[config.mk]
export PLATFORM = sky130hd
export DESIGN_NAME = core_top
export DESIGN_NICKNAME = d
export VERILOG_FILES = /design/src/verilog/isa_pkg.sv /design/src/verilog/pipe_pkg.sv /design/src/verilog/fetch_unit.sv /design/src/verilog/decode.sv /design/src/verilog/execute.sv /design/src/verilog/result.sv /design/src/verilog/core_top.sv
export SDC_FILE = /design/constraint.sdc
export NUM_CORES = 2
export LEC_CHECK = 0
export ABC_CLOCK_PERIOD_IN_PS = 7800
export BUFFER_PORTS_ARGS = -buffer_cell sky130_fd_sc_hd__buf_4
export CELL_PAD_IN_SITES_DETAIL_PLACEMENT = 0
export CELL_PAD_IN_SITES_GLOBAL_PLACEMENT = 1
export CORE_UTILIZATION = 53
export DETAILED_ROUTE_END_ITERATION = 7
export PLACE_DENSITY = 0.89
export SETUP_SLACK_MARGIN = 0.15
export SYNTH_ARGS = -nofsm -noshare
export SYNTH_HDL_FRONTEND = slang
export SYNTH_SLANG_ARGS = --single-unit
[constraint.sdc]
create_clock -name clk -period 7.8 [get_ports clk]
set_input_delay 0.78 -clock clk [delete_from_list [all_inputs] [get_ports clk]]
set_output_delay 0.78 -clock clk [all_outputs]
set_load 0.05 [all_outputs]
[src/verilog/isa_pkg.sv]
package isa_pkg;

    localparam int XLEN = 32;
    localparam int REG_ID_W = 5;

    // instruction field widths
    localparam int OPCODE_W = 7;
    localparam int FUNCT3_W = 3;
    localparam int FUNCT7_W = 7;

    // funct7 value that selects sub
    localparam logic [FUNCT7_W - 1:0] FUNCT7_ALT = 7'b0100000;

    // branch funct3 values
    localparam logic [FUNCT3_W - 1:0] F3_BEQ = 3'b000;
    localparam logic [FUNCT3_W - 1:0] F3_BNE = 3'b001;

    typedef enum logic [OPCODE_W - 1:0] {
        OP     = 7'b0110011,
        OP_IMM = 7'b0010011,
        LUI    = 7'b0110111,
        BRANCH = 7'b1100011
    } opcode_e;

    // funct3 for OP and OP_IMM
    typedef enum logic [FUNCT3_W - 1:0] {
        F3_ADD = 3'b000,
        F3_SLL = 3'b001,
        F3_SLT = 3'b010,
        F3_XOR = 3'b100,
        F3_SRL = 3'b101,
        F3_OR  = 3'b110,
        F3_AND = 3'b111
    } funct3_e;

    typedef enum logic [3:0] {
        ADD,
        SUB,
        AND,
        OR,
        XOR,
        SLT,
        SLL,
        SRL,
        PASS_B
    } alu_op_e;

    typedef enum logic [1:0] {
        NONE,
        EQ,
        NE
    } branch_e;

endpackage

[src/verilog/pipe_pkg.sv]
package pipe_pkg;

    // wishbone classic, read side only
    typedef struct packed {
        logic cyc;
        logic stb;
        logic [isa_pkg::XLEN - 1:0] adr;
    } wb_req_t;

    typedef struct packed {
        logic ack;
        logic [isa_pkg::XLEN - 1:0] dat_r;
    } wb_rsp_t;

    // fetch -> decode
    typedef struct packed {
        logic [isa_pkg::XLEN - 1:0] pc;
        logic [isa_pkg::XLEN - 1:0] instr;
    } fetch_pack_t;

    // decode -> execute
    typedef struct packed {
        logic [isa_pkg::XLEN - 1:0] pc;
        isa_pkg::alu_op_e alu_op;
        isa_pkg::branch_e branch;
        logic [isa_pkg::XLEN - 1:0] op_a;
        logic [isa_pkg::XLEN - 1:0] op_b;
        logic [isa_pkg::XLEN - 1:0] br_off;
        logic [isa_pkg::REG_ID_W - 1:0] rd;
        logic we;
    } decode_pack_t;

    // execute -> result
    typedef struct packed {
        logic [isa_pkg::XLEN - 1:0] pc;
        logic [isa_pkg::REG_ID_W - 1:0] rd;
        logic we;
        logic is_branch;
        logic [isa_pkg::XLEN - 1:0] value;
        logic [isa_pkg::XLEN - 1:0] next_pc;
    } exec_pack_t;

    typedef struct packed {
        logic [isa_pkg::XLEN - 1:0] pc;
        logic [isa_pkg::REG_ID_W - 1:0] rd;
        logic [isa_pkg::XLEN - 1:0] data;
    } retire_t;

endpackage

[src/verilog/fetch_unit.sv]
module fetch_unit #(
    parameter logic [isa_pkg::XLEN - 1:0] RESET_PC = '0
)(
    input  logic clk,
    input  logic arst_n,
    input  pipe_pkg::wb_rsp_t wb_rsp,
    input  logic redirect_valid,
    input  logic [isa_pkg::XLEN - 1:0] redirect_pc,
    output pipe_pkg::wb_req_t wb_req,
    output logic fetch_valid,
    output pipe_pkg::fetch_pack_t fetch
);

    typedef enum logic [1:0] {
        IDLE,
        REQ,
        WAIT_RETIRE
    } state_e;

    state_e state;
    logic [isa_pkg::XLEN - 1:0] pc;
    logic req_active;
    logic ack_taken;

    assign req_active = (state == REQ);
    assign ack_taken = req_active && wb_rsp.ack;

    // cyc and stb rise and fall together
    always_comb begin
        wb_req.cyc = req_active;
        wb_req.stb = req_active;
        wb_req.adr = pc;
    end

    always_ff @(posedge clk or negedge arst_n) begin
        if (!arst_n) begin
            state <= IDLE;
            pc <= RESET_PC;
            fetch_valid <= 1'b0;
        end else begin
            fetch_valid <= 1'b0;
            case (state)
                IDLE: begin
                    state <= REQ;
                end
                REQ: begin
                    if (wb_rsp.ack) begin
                        fetch_valid <= 1'b1;
                        state <= WAIT_RETIRE;
                    end
                end
                WAIT_RETIRE: begin
                    // next pc comes back from the retire stage
                    if (redirect_valid) begin
                        pc <= redirect_pc;
                        state <= REQ;
                    end
                end
                default: begin
                    state <= IDLE;
                end
            endcase
        end
    end

    always_ff @(posedge clk) begin
        if (ack_taken) begin
            fetch.pc <= pc;
            fetch.instr <= wb_rsp.dat_r;
        end
    end

    assert property (@(posedge clk) disable iff (!arst_n) wb_req.stb |-> wb_req.cyc);

    // address held until the slave answers
    assert property (@(posedge clk) disable iff (!arst_n)
        wb_req.stb && !wb_rsp.ack |=> wb_req.stb && $stable(wb_req.adr));

endmodule

[src/verilog/decode.sv]
module decode (
    input  logic clk,
    input  logic arst_n,
    input  logic fetch_valid,
    input  pipe_pkg::fetch_pack_t fetch,
    input  logic [isa_pkg::XLEN - 1:0] rs1_data,
    input  logic [isa_pkg::XLEN - 1:0] rs2_data,
    output logic [isa_pkg::REG_ID_W - 1:0] rs1_id,
    output logic [isa_pkg::REG_ID_W - 1:0] rs2_id,
    output logic dec_valid,
    output pipe_pkg::decode_pack_t dec
);

    isa_pkg::opcode_e opcode;
    isa_pkg::funct3_e funct3;
    logic [isa_pkg::FUNCT7_W - 1:0] funct7;
    logic [isa_pkg::REG_ID_W - 1:0] rd;
    logic [isa_pkg::XLEN - 1:0] imm_i;
    logic [isa_pkg::XLEN - 1:0] imm_u;
    logic [isa_pkg::XLEN - 1:0] imm_b;
    logic alt_op;
    pipe_pkg::decode_pack_t nxt;

    // PASS_B marks an unsupported funct3
    function automatic isa_pkg::alu_op_e alu_sel(
        input isa_pkg::funct3_e f3,
        input logic alt
    );
        isa_pkg::alu_op_e op;
        case (f3)
            isa_pkg::F3_ADD: op = alt ? isa_pkg::SUB : isa_pkg::ADD;
            isa_pkg::F3_SLL: op = isa_pkg::SLL;
            isa_pkg::F3_SLT: op = isa_pkg::SLT;
            isa_pkg::F3_XOR: op = isa_pkg::XOR;
            isa_pkg::F3_SRL: op = isa_pkg::SRL;
            isa_pkg::F3_OR:  op = isa_pkg::OR;
            isa_pkg::F3_AND: op = isa_pkg::AND;
            default:         op = isa_pkg::PASS_B;
        endcase
        return op;
    endfunction

    assign opcode = isa_pkg::opcode_e'(fetch.instr[isa_pkg::OPCODE_W - 1:0]);
    assign funct3 = isa_pkg::funct3_e'(fetch.instr[14:12]);
    assign funct7 = fetch.instr[31:25];
    assign rd = fetch.instr[11:7];
    assign rs1_id = fetch.instr[19:15];
    assign rs2_id = fetch.instr[24:20];
    assign alt_op = (funct7 == isa_pkg::FUNCT7_ALT);

    assign imm_i = {{20{fetch.instr[31]}}, fetch.instr[31:20]};
    assign imm_u = {fetch.instr[31:12], 12'b0};
    assign imm_b = {{19{fetch.instr[31]}}, fetch.instr[31], fetch.instr[7],
                    fetch.instr[30:25], fetch.instr[11:8], 1'b0};

    always_comb begin
        nxt.pc = fetch.pc;
        nxt.op_a = rs1_data;
        nxt.op_b = rs2_data;
        nxt.br_off = imm_b;
        nxt.rd = rd;
        nxt.alu_op = isa_pkg::PASS_B;
        nxt.branch = isa_pkg::NONE;
        nxt.we = 1'b0;
        case (opcode)
            isa_pkg::OP: begin
                // funct7 alt only legal for sub
                if (funct7 == '0 || (alt_op && funct3 == isa_pkg::F3_ADD)) begin
                    nxt.alu_op = alu_sel(funct3, alt_op);
                    nxt.we = (nxt.alu_op != isa_pkg::PASS_B);
                end
            end
            isa_pkg::OP_IMM: begin
                // no immediate shifts in this subset
                if (funct3 != isa_pkg::F3_SLL && funct3 != isa_pkg::F3_SRL) begin
                    nxt.alu_op = alu_sel(funct3, 1'b0);
                    nxt.op_b = imm_i;
                    nxt.we = (nxt.alu_op != isa_pkg::PASS_B);
                end
            end
            isa_pkg::LUI: begin
                nxt.op_b = imm_u;
                nxt.we = 1'b1;
            end
            isa_pkg::BRANCH: begin
                if (funct3 == isa_pkg::F3_BEQ) begin
                    nxt.branch = isa_pkg::EQ;
                end else if (funct3 == isa_pkg::F3_BNE) begin
                    nxt.branch = isa_pkg::NE;
                end
            end
            default: begin
                nxt.we = 1'b0;
            end
        endcase
    end

    always_ff @(posedge clk or negedge arst_n) begin
        if (!arst_n) begin
            dec_valid <= 1'b0;
        end else begin
            dec_valid <= fetch_valid;
        end
    end

    always_ff @(posedge clk) begin
        if (fetch_valid) begin
            dec <= nxt;
        end
    end

endmodule

[src/verilog/execute.sv]
module execute (
    input  logic clk,
    input  logic arst_n,
    input  logic dec_valid,
    input  pipe_pkg::decode_pack_t dec,
    output logic ex_valid,
    output pipe_pkg::exec_pack_t ex
);

    localparam int SHAMT_W = $clog2(isa_pkg::XLEN);

    logic [isa_pkg::XLEN - 1:0] alu_out;
    logic [isa_pkg::XLEN - 1:0] next_pc;
    logic [SHAMT_W - 1:0] shamt;
    logic less;
    logic taken;

    // shifts use only the low bits of operand b
    assign shamt = dec.op_b[SHAMT_W - 1:0];
    assign less = $signed(dec.op_a) < $signed(dec.op_b);

    always_comb begin
        case (dec.alu_op)
            isa_pkg::ADD:    alu_out = dec.op_a + dec.op_b;
            isa_pkg::SUB:    alu_out = dec.op_a - dec.op_b;
            isa_pkg::AND:    alu_out = dec.op_a & dec.op_b;
            isa_pkg::OR:     alu_out = dec.op_a | dec.op_b;
            isa_pkg::XOR:    alu_out = dec.op_a ^ dec.op_b;
            isa_pkg::SLT:    alu_out = {{(isa_pkg::XLEN - 1){1'b0}}, less};
            isa_pkg::SLL:    alu_out = dec.op_a << shamt;
            isa_pkg::SRL:    alu_out = dec.op_a >> shamt;
            isa_pkg::PASS_B: alu_out = dec.op_b;
            default:         alu_out = dec.op_b;
        endcase
    end

    always_comb begin
        case (dec.branch)
            isa_pkg::EQ: taken = (dec.op_a == dec.op_b);
            isa_pkg::NE: taken = (dec.op_a != dec.op_b);
            default:     taken = 1'b0;
        endcase
    end

    assign next_pc = taken ? dec.pc + dec.br_off : dec.pc + 32'd4;

    always_ff @(posedge clk or negedge arst_n) begin
        if (!arst_n) begin
            ex_valid <= 1'b0;
        end else begin
            ex_valid <= dec_valid;
        end
    end

    always_ff @(posedge clk) begin
        if (dec_valid) begin
            ex.pc <= dec.pc;
            ex.rd <= dec.rd;
            ex.we <= dec.we;
            ex.is_branch <= (dec.branch != isa_pkg::NONE);
            ex.value <= alu_out;
            ex.next_pc <= next_pc;
        end
    end

    // decode must never mark a branch as writing
    assert property (@(posedge clk) disable iff (!arst_n) ex_valid && ex.is_branch |-> !ex.we);

endmodule

[src/verilog/result.sv]
module result (
    input  logic clk,
    input  logic arst_n,
    input  logic ex_valid,
    input  pipe_pkg::exec_pack_t ex,
    input  logic [isa_pkg::REG_ID_W - 1:0] rs1_id,
    input  logic [isa_pkg::REG_ID_W - 1:0] rs2_id,
    output logic [isa_pkg::XLEN - 1:0] rs1_data,
    output logic [isa_pkg::XLEN - 1:0] rs2_data,
    output logic retire_valid,
    output pipe_pkg::retire_t retire,
    output logic redirect_valid,
    output logic [isa_pkg::XLEN - 1:0] redirect_pc
);

    // x0 has no storage
    logic [isa_pkg::XLEN - 1:0] regs [1:31];
    logic wr;

    assign wr = ex_valid && ex.we && (ex.rd != '0);

    assign rs1_data = (rs1_id == '0) ? '0 : regs[rs1_id];
    assign rs2_data = (rs2_id == '0) ? '0 : regs[rs2_id];

    always_ff @(posedge clk) begin
        if (wr) begin
            regs[ex.rd] <= ex.value;
        end
    end

    always_comb begin
        retire_valid = ex_valid;
        retire.pc = ex.pc;
        retire.rd = wr ? ex.rd : '0;
        if (ex.is_branch) begin
            retire.data = ex.next_pc;
        end else if (wr) begin
            retire.data = ex.value;
        end else begin
            retire.data = '0;
        end
    end

    // fetch waits on this
    assign redirect_valid = ex_valid;
    assign redirect_pc = ex.next_pc;

    // no-ops and x0 writes retire empty
    assert property (@(posedge clk) disable iff (!arst_n)
        retire_valid && retire.rd == '0 && !ex.is_branch |-> retire.data == '0);

endmodule

[src/verilog/core_top.sv]
module core_top #(
    parameter logic [isa_pkg::XLEN - 1:0] RESET_PC = '0
)(
    input  logic clk,
    input  logic arst_n,
    input  pipe_pkg::wb_rsp_t wb_rsp,
    output pipe_pkg::wb_req_t wb_req,
    output logic retire_valid,
    output pipe_pkg::retire_t retire
);

    //fetch->decode
    logic fetch_valid;
    pipe_pkg::fetch_pack_t fetch;

    //decode<->result register file
    logic [isa_pkg::REG_ID_W - 1:0] rs1_id;
    logic [isa_pkg::REG_ID_W - 1:0] rs2_id;
    logic [isa_pkg::XLEN - 1:0] rs1_data;
    logic [isa_pkg::XLEN - 1:0] rs2_data;

    //decode->execute
    logic dec_valid;
    pipe_pkg::decode_pack_t dec;

    //execute->result
    logic ex_valid;
    pipe_pkg::exec_pack_t ex;

    //result->fetch
    logic redirect_valid;
    logic [isa_pkg::XLEN - 1:0] redirect_pc;

    fetch_unit #(
        .RESET_PC(RESET_PC)
    ) fetch_unit_inst (
        .clk(clk),
        .arst_n(arst_n),
        .wb_rsp(wb_rsp),
        .redirect_valid(redirect_valid),
        .redirect_pc(redirect_pc),
        .wb_req(wb_req),
        .fetch_valid(fetch_valid),
        .fetch(fetch)
    );

    decode decode_inst (
        .clk(clk),
        .arst_n(arst_n),
        .fetch_valid(fetch_valid),
        .fetch(fetch),
        .rs1_data(rs1_data),
        .rs2_data(rs2_data),
        .rs1_id(rs1_id),
        .rs2_id(rs2_id),
        .dec_valid(dec_valid),
        .dec(dec)
    );

    execute execute_inst (
        .clk(clk),
        .arst_n(arst_n),
        .dec_valid(dec_valid),
        .dec(dec),
        .ex_valid(ex_valid),
        .ex(ex)
    );

    result result_inst (
        .clk(clk),
        .arst_n(arst_n),
        .ex_valid(ex_valid),
        .ex(ex),
        .rs1_id(rs1_id),
        .rs2_id(rs2_id),
        .rs1_data(rs1_data),
        .rs2_data(rs2_data),
        .retire_valid(retire_valid),
        .retire(retire),
        .redirect_valid(redirect_valid),
        .redirect_pc(redirect_pc)
    );

endmodule

# Word level (Yosys, flattened, before mapping)
# Memory sizes are Yosys's and may differ from the RTL's. A register that Yosys moved wholly into a read port is not among the register bits.
# Cells that the tools add are included.
[word_totals]
n_memories = 1
mem_bits_rw = 992
output_inout_bits = 104
register_bits = 292
[classes]
reduce_logical = 17
bitwise_logic = 4
mux = 32
shift = 2
n_lt_le_gt_ge = 1
n_eq_ne = 30
add_sub_neg = 4
[memory_table]
columns = ["name", "words", "word_bits", "rd", "rd_ports_with_merged_regs", "wr", "line", "text"]
rows = [
  ["result_inst.regs", 31, 32, 2, 2, 1, "result.sv:17", "logic [isa_pkg::XLEN - 1:0] regs [1:31];"],
]
[op_table]
columns = ["operator", "n"]
rows = [
  ["$pmux 32 s8", 1],
  ["$mux 32", 5],
  ["$add 32x32->32", 2],
  ["$pmux 32 s2", 1],
  ["$pmux 4 s7", 2],
  ["$add 32x3->32 const B", 1],
  ["$and 32x32->32", 1],
  ["$eq 32x32->1", 1],
  ["$lt 32x32->1", 1],
  ["$ne 32x32->1", 1],
  ["$or 32x32->32", 1],
  ["$shl 32x5->32", 1],
  ["$shr 32x5->32", 1],
  ["$sub 32x32->32", 1],
  ["$xor 32x32->32", 1],
  ["$mux 4", 6],
  ["$eq 7x6->1 const B", 3],
  ["$eq 4x3->1 const B", 4],
  ["$eq 3x3->1 const B", 4],
  ["$logic_not 5->1", 2],
  ["$mux 5", 2],
  ["$eq 4x2->1 const B", 2],
  ["$mux 1", 8],
  ["$ne 4x4->1 const B", 2],
  ["27 further kinds", 36],
]

# Depth between registers and ports, before layout
[depth]
word_depth = 8
mapped_depth = 16
ltp_nobuf = 12

# Hierarchy
# From an unflattened synthesis, not the netlist that was laid out.
[unflattened]
cells_unflattened = 5010
hier_area_um2 = 69075.0
[modules_own_cells]
columns = ["mod", "area_per_inst_um2", "instances", "cells_each"]
rows = [
  ["result", 46787.4, 1, 2878],
  ["execute", 14475.1, 1, 1734],
  ["decode", 4433.0, 1, 254],
  ["fetch_unit", 3379.5, 1, 144],
]

# Least setup slack after synthesis
# OpenSTA, ideal clock, no wires.
[synth_path]
kind = "register to register"
from = "register decode_inst.dec[40] (netlist name)"
to = "register execute_inst.ex[62] (netlist name)"
path_slack_ps = 3994
n_path_buf = 5
period_less_slack_ps = 3806
arrival_ps = 3545
path_stages_with_launch = 17
path_cell_list = "edfxtp_1 -> buf_2 -> inv_1 -> buf_2 -> buf_2 -> buf_1 -> ha_1 -> buf_2 -> o21bai_2 -> a2111oi_2 -> o41ai_4 -> o21ai_1 -> o21a_1 -> o21ai_2 -> a2111o_1 -> o21ai_1 -> o32a_1"
[synth_between]
elab_chain_len = 2
elab_cells_between_ends = 5
classes_between = "add/sub: 2; shift: 2; mux: 1"
[synth_lines]
columns = ["element", "line", "text"]
rows = [
  ["$sub 32x32->32 (tied with other cells)", "execute.sv:25", "isa_pkg::SUB: alu_out = dec.op_a - dec.op_b;"],
  ["$pmux 32 s8 (*)", "execute.sv:23", "case (dec.alu_op)"],
  ["named net execute_inst.alu_out, one bit", "execute.sv:12", "logic [isa_pkg::XLEN - 1:0] alu_out;"],
]
# Mark *: on every way through the listed nets, which the timed path passes. The rest lies on a longest branch.
# A chain may end at the register's enable or synchronous reset.

# Final worst setup path
[layout_path]
from = "register decode_inst.dec[38] (netlist name)"
to = "register execute_inst.ex[31] (netlist name)"
[layout_between]
elab_chain_len = 3
elab_cells_between_ends = 4
classes_between = "eq/ne: 2; mux: 2"
[layout_lines]
columns = ["element", "line", "text"]
rows = [
  ["$ne 32x32->1 / $eq 32x32->1 (equally long branches)", "execute.sv:40, execute.sv:39", ""],
  ["$pmux 1 s2 (*)", "execute.sv:38", "case (dec.branch)"],
  ["$mux 32 (*)", "execute.sv:45", "assign next_pc = taken ? dec.pc + dec.br_off : dec.pc + 32'd4;"],
  ["named net execute_inst.next_pc, one bit", "execute.sv:13", "logic [isa_pkg::XLEN - 1:0] next_pc;"],
]
# Marked as above.

==> impl_metrics.ini <==
[outcome]
status = complete, but fails checks
violations = design-rule violations

[synthesis]
synth_top_family_by_area = multiplexers
synth_fp_nets = 4631
seq_area_frac_synth_pct = 57.8
yosys.area.top_type = edfxtp_1
async_reset_ff_share_pct = 2.81
ys.flop_type = edfxtp_1
synth-edff-count = 1273
netlist_area_mm2 = 0.0679
syn_avg_cell_area_um2 = 15.3
ys_ff_latch = 1315
synth_top_area_share_pct = 56.3
synth_area_leaders = edfxtp_1, mux4_2, mux2i_1, ha_1, a21oi_1
yosysUniqueCellTypes = 99
synthAdderAreaFrac_pct = 2.78
synth_compound_area_share_pct = 8.88
yosys.area_share.simple_pct = 4.80
synthMuxAreaShare_pct = 21.7
syn_inst = 4447
synth_xor_area_share_pct = 0.968
ys_warn_count = 0

[drt]
finalWirelength_mm = 225
drc = 4
viasPerCell = 7.30
drtIter0Drc = 7262
vias = 45800
antenna_left = 0
wl_per_cell_um = 35.9
drt_pass1_iterations = 8

[placed_design]
pre_cts_slack_ns = 3.40
dpl.hpwl_mm = 137
port_buffers = 138
dpl.cell_count = 6017
finalWeightedCongestion = 1.02

[clocking]
cts-resized-gates = 0
ctsRootBufferMaster = clkbuf_16
ctsLongestPathBuffers = 3
cts.sinks = 1315
tritoncts = yes
path_clk_slew_ns = 0.06
ctsHtreeMaxLevel = 4
cts_buffers = 138
clkLatencyLatePin_ns = 0.81

[floorplan]
io_pins = 139
dieArea_mm2 = 0.129
die_w_um = 360
coreArea_mm2 = 0.126
die_h_um = 360
start_util_pct = 53.7
num_rows = 130

[global_route]
grt_use_met3_pct = 9.60
busiest_layer = met2
grt_usage_pct = 34.4
grt_pass1_wl_mm = 318
grt_pass1_vias = 44600
grt_antenna_before_repair = 14
overflow = 0
grt_start_max_net_pins = 154
grt.met2_usage_pct = 52.2
use_met1_pct = 45.9

[cells_and_area]
layout_common_cells = edfxtp_1, mux4_2, a21oi_1
area_growth_pct = 10.8
fin_util_pct = 59.5
layout_commonest_cell = edfxtp_1
fin_cells = 6270
final_nets = 4692
drive_gt1_share_pct = 24.9

[worst_hold_path]
hold_class = input pin to flip-flop

[timing]
slew_headroom_pct = 10.7
tightestPinTransition_ns = 1.34
setup_ws_ns = 3.22
fin_skew_ns = 0.0692
rsz0062_at_grt = no
min_period_ns = 4.58
finalMaxSlewViolations = 0
hold_viol_final = 0
setup_viol = 0
period_share_pct = 58.7
max_clock_freq_mhz = 218
tns_ns = 0
holdWs_ns = 0.167

[worst_setup_path]
required_ns = 8.31
critPathMaxFanout = 62
crit_type = flip-flop to flip-flop
r2r_setup_slack_ns = 3.22
worstSetupEndpointType = flip-flop
worst_ep_arrival_time_ns = 5.09
startpoint_type = flip-flop

[power_and_ir_drop]
p_clk_share_pct = 24.9
combPwrFrac_pct = 37.3
p_sw_share_pct = 38.3
internal_power_mw = 16.0
powerDensity_mw_per_mm2 = 345
power_switching_mw = 9.93
ir_worst_vdd_mv = 0.231
leakagePower_nw = 25.2
power_frac_seq_pct = 37.8

[run]
drv_cap = 0
## area by class of cell
cell class,instances,area [um2]
sequential,1315,39300
clock inverter,70,742
inverter,117,440
clock buffer,175,3650
timing repair buffer,265,2090
tap,1650,2060
antenna,7,17.5
multi-input combinational,2671,26900
fill,9137,51200
## repair_timing
action                                 in CTS  in global routing
hold buffers                                1                  0
buffers inserted                            0                  0
endpoints found under the hold margin      37                  0
## per-layer routing
metal	share of wire [%]	routed length (um)	up-vias
met3	13	30000	726
met1	36	81300	23100
li1	-	-	18100
met5	0.040	89	-
met2	45	102000	3796
met4	5.3	12000	14
## sequential cells by signal, summed over array words and instances, names as in the netlist, named ones only
register and flops:
result_inst.regs 992, decode_inst.dec 115, execute_inst.ex 102, fetch_unit_inst.fetch 64, fetch_unit_inst.pc 32, fetch_unit_inst.state 2
decode_inst.dec_valid 1, execute_inst.ex_valid 1, fetch_unit_inst.fetch_valid 1
## cells in the mapped netlist, drive strengths merged, types with 9 or more instances
cell type and instances:
dfrtp 37, o211ai 32, nor4 17, nor3 75, mux2 109, and2 9, a22oi 12, nand3b 10
a21oi 271, clkbuf 174, ha 146, nand4 16, a211o 13, and3 21, a221oi 75, a32oi 17
or3 10, mux2i 202, nor2 240, a211oi 42, nand3 50, o21bai 32, o31ai 23, inv 116
edfxtp 1273, o21ai 210, o22ai 10, a22o 33, o221ai 26, xor2 26, o21a 11, a31oi 19
nand2b 20, buf 170, nor2b 28, mux4 510, a21o 21, nand2 191, xnor2 49
## per-stage QoR
| step | area [um2] | power [mW] |
|---|---|---|
| after global routing | 75100 | 26.6 |
| after global placement | 70700 | 19.2 |
| after detailed placement | 70700 | 19.3 |
| final | 75200 | 25.9 |
| after CTS | 75100 | 25.7 |
| after floorplan | 67900 | 16.1 |
## critical path: stages, from the launching register on
cell	delay, ns
edfxtp_1	0.84
buf_4	0.55
inv_1	0.34
ha_1	0.40
nor3_1	0.37
nand3_1	0.24
o31a_1	0.38
mux2i_4	0.16
buf_4	0.53
nand4_1	0.18
o31ai_1	0.15
xor2_1	0.11
## power by group through the flow
stage                     Sequential [mW]  Combinational (mW)  Clock [mW]
after global placement               9.88                9.31           0
after floorplan                      9.80                6.28           0
after CTS                            9.77                9.44        6.49
after detailed placement             9.90                9.36           0
final                                9.79                9.68        6.46
after global routing                 9.85                10.1        6.74
## cell families after synthesis
kind of cell | Yosys count
flops | 1315
compound gates | 917
mux | 821
simple gates | 709
buf+inv | 461
fa+ha+maj | 149
xor+xnor | 75
## worst paths after layout
kind | cells past startpoint | to | start
min in group asynchronous | 2 | fetch_unit_inst.pc[27] | arst_n
hold reg to reg | 0 | decode_inst.dec[119] | fetch_unit_inst.fetch[43]
setup reg to reg | 11 | execute_inst.ex[31] | decode_inst.dec[38]
hold / removal | 1 | fetch_unit_inst.fetch[11] | wb_rsp[11]
setup / recovery | 11 | execute_inst.ex[31] | decode_inst.dec[38]
max in group asynchronous | 2 | fetch_unit_inst.fetch_valid | arst_n
(Power assumes the default switching activity.)
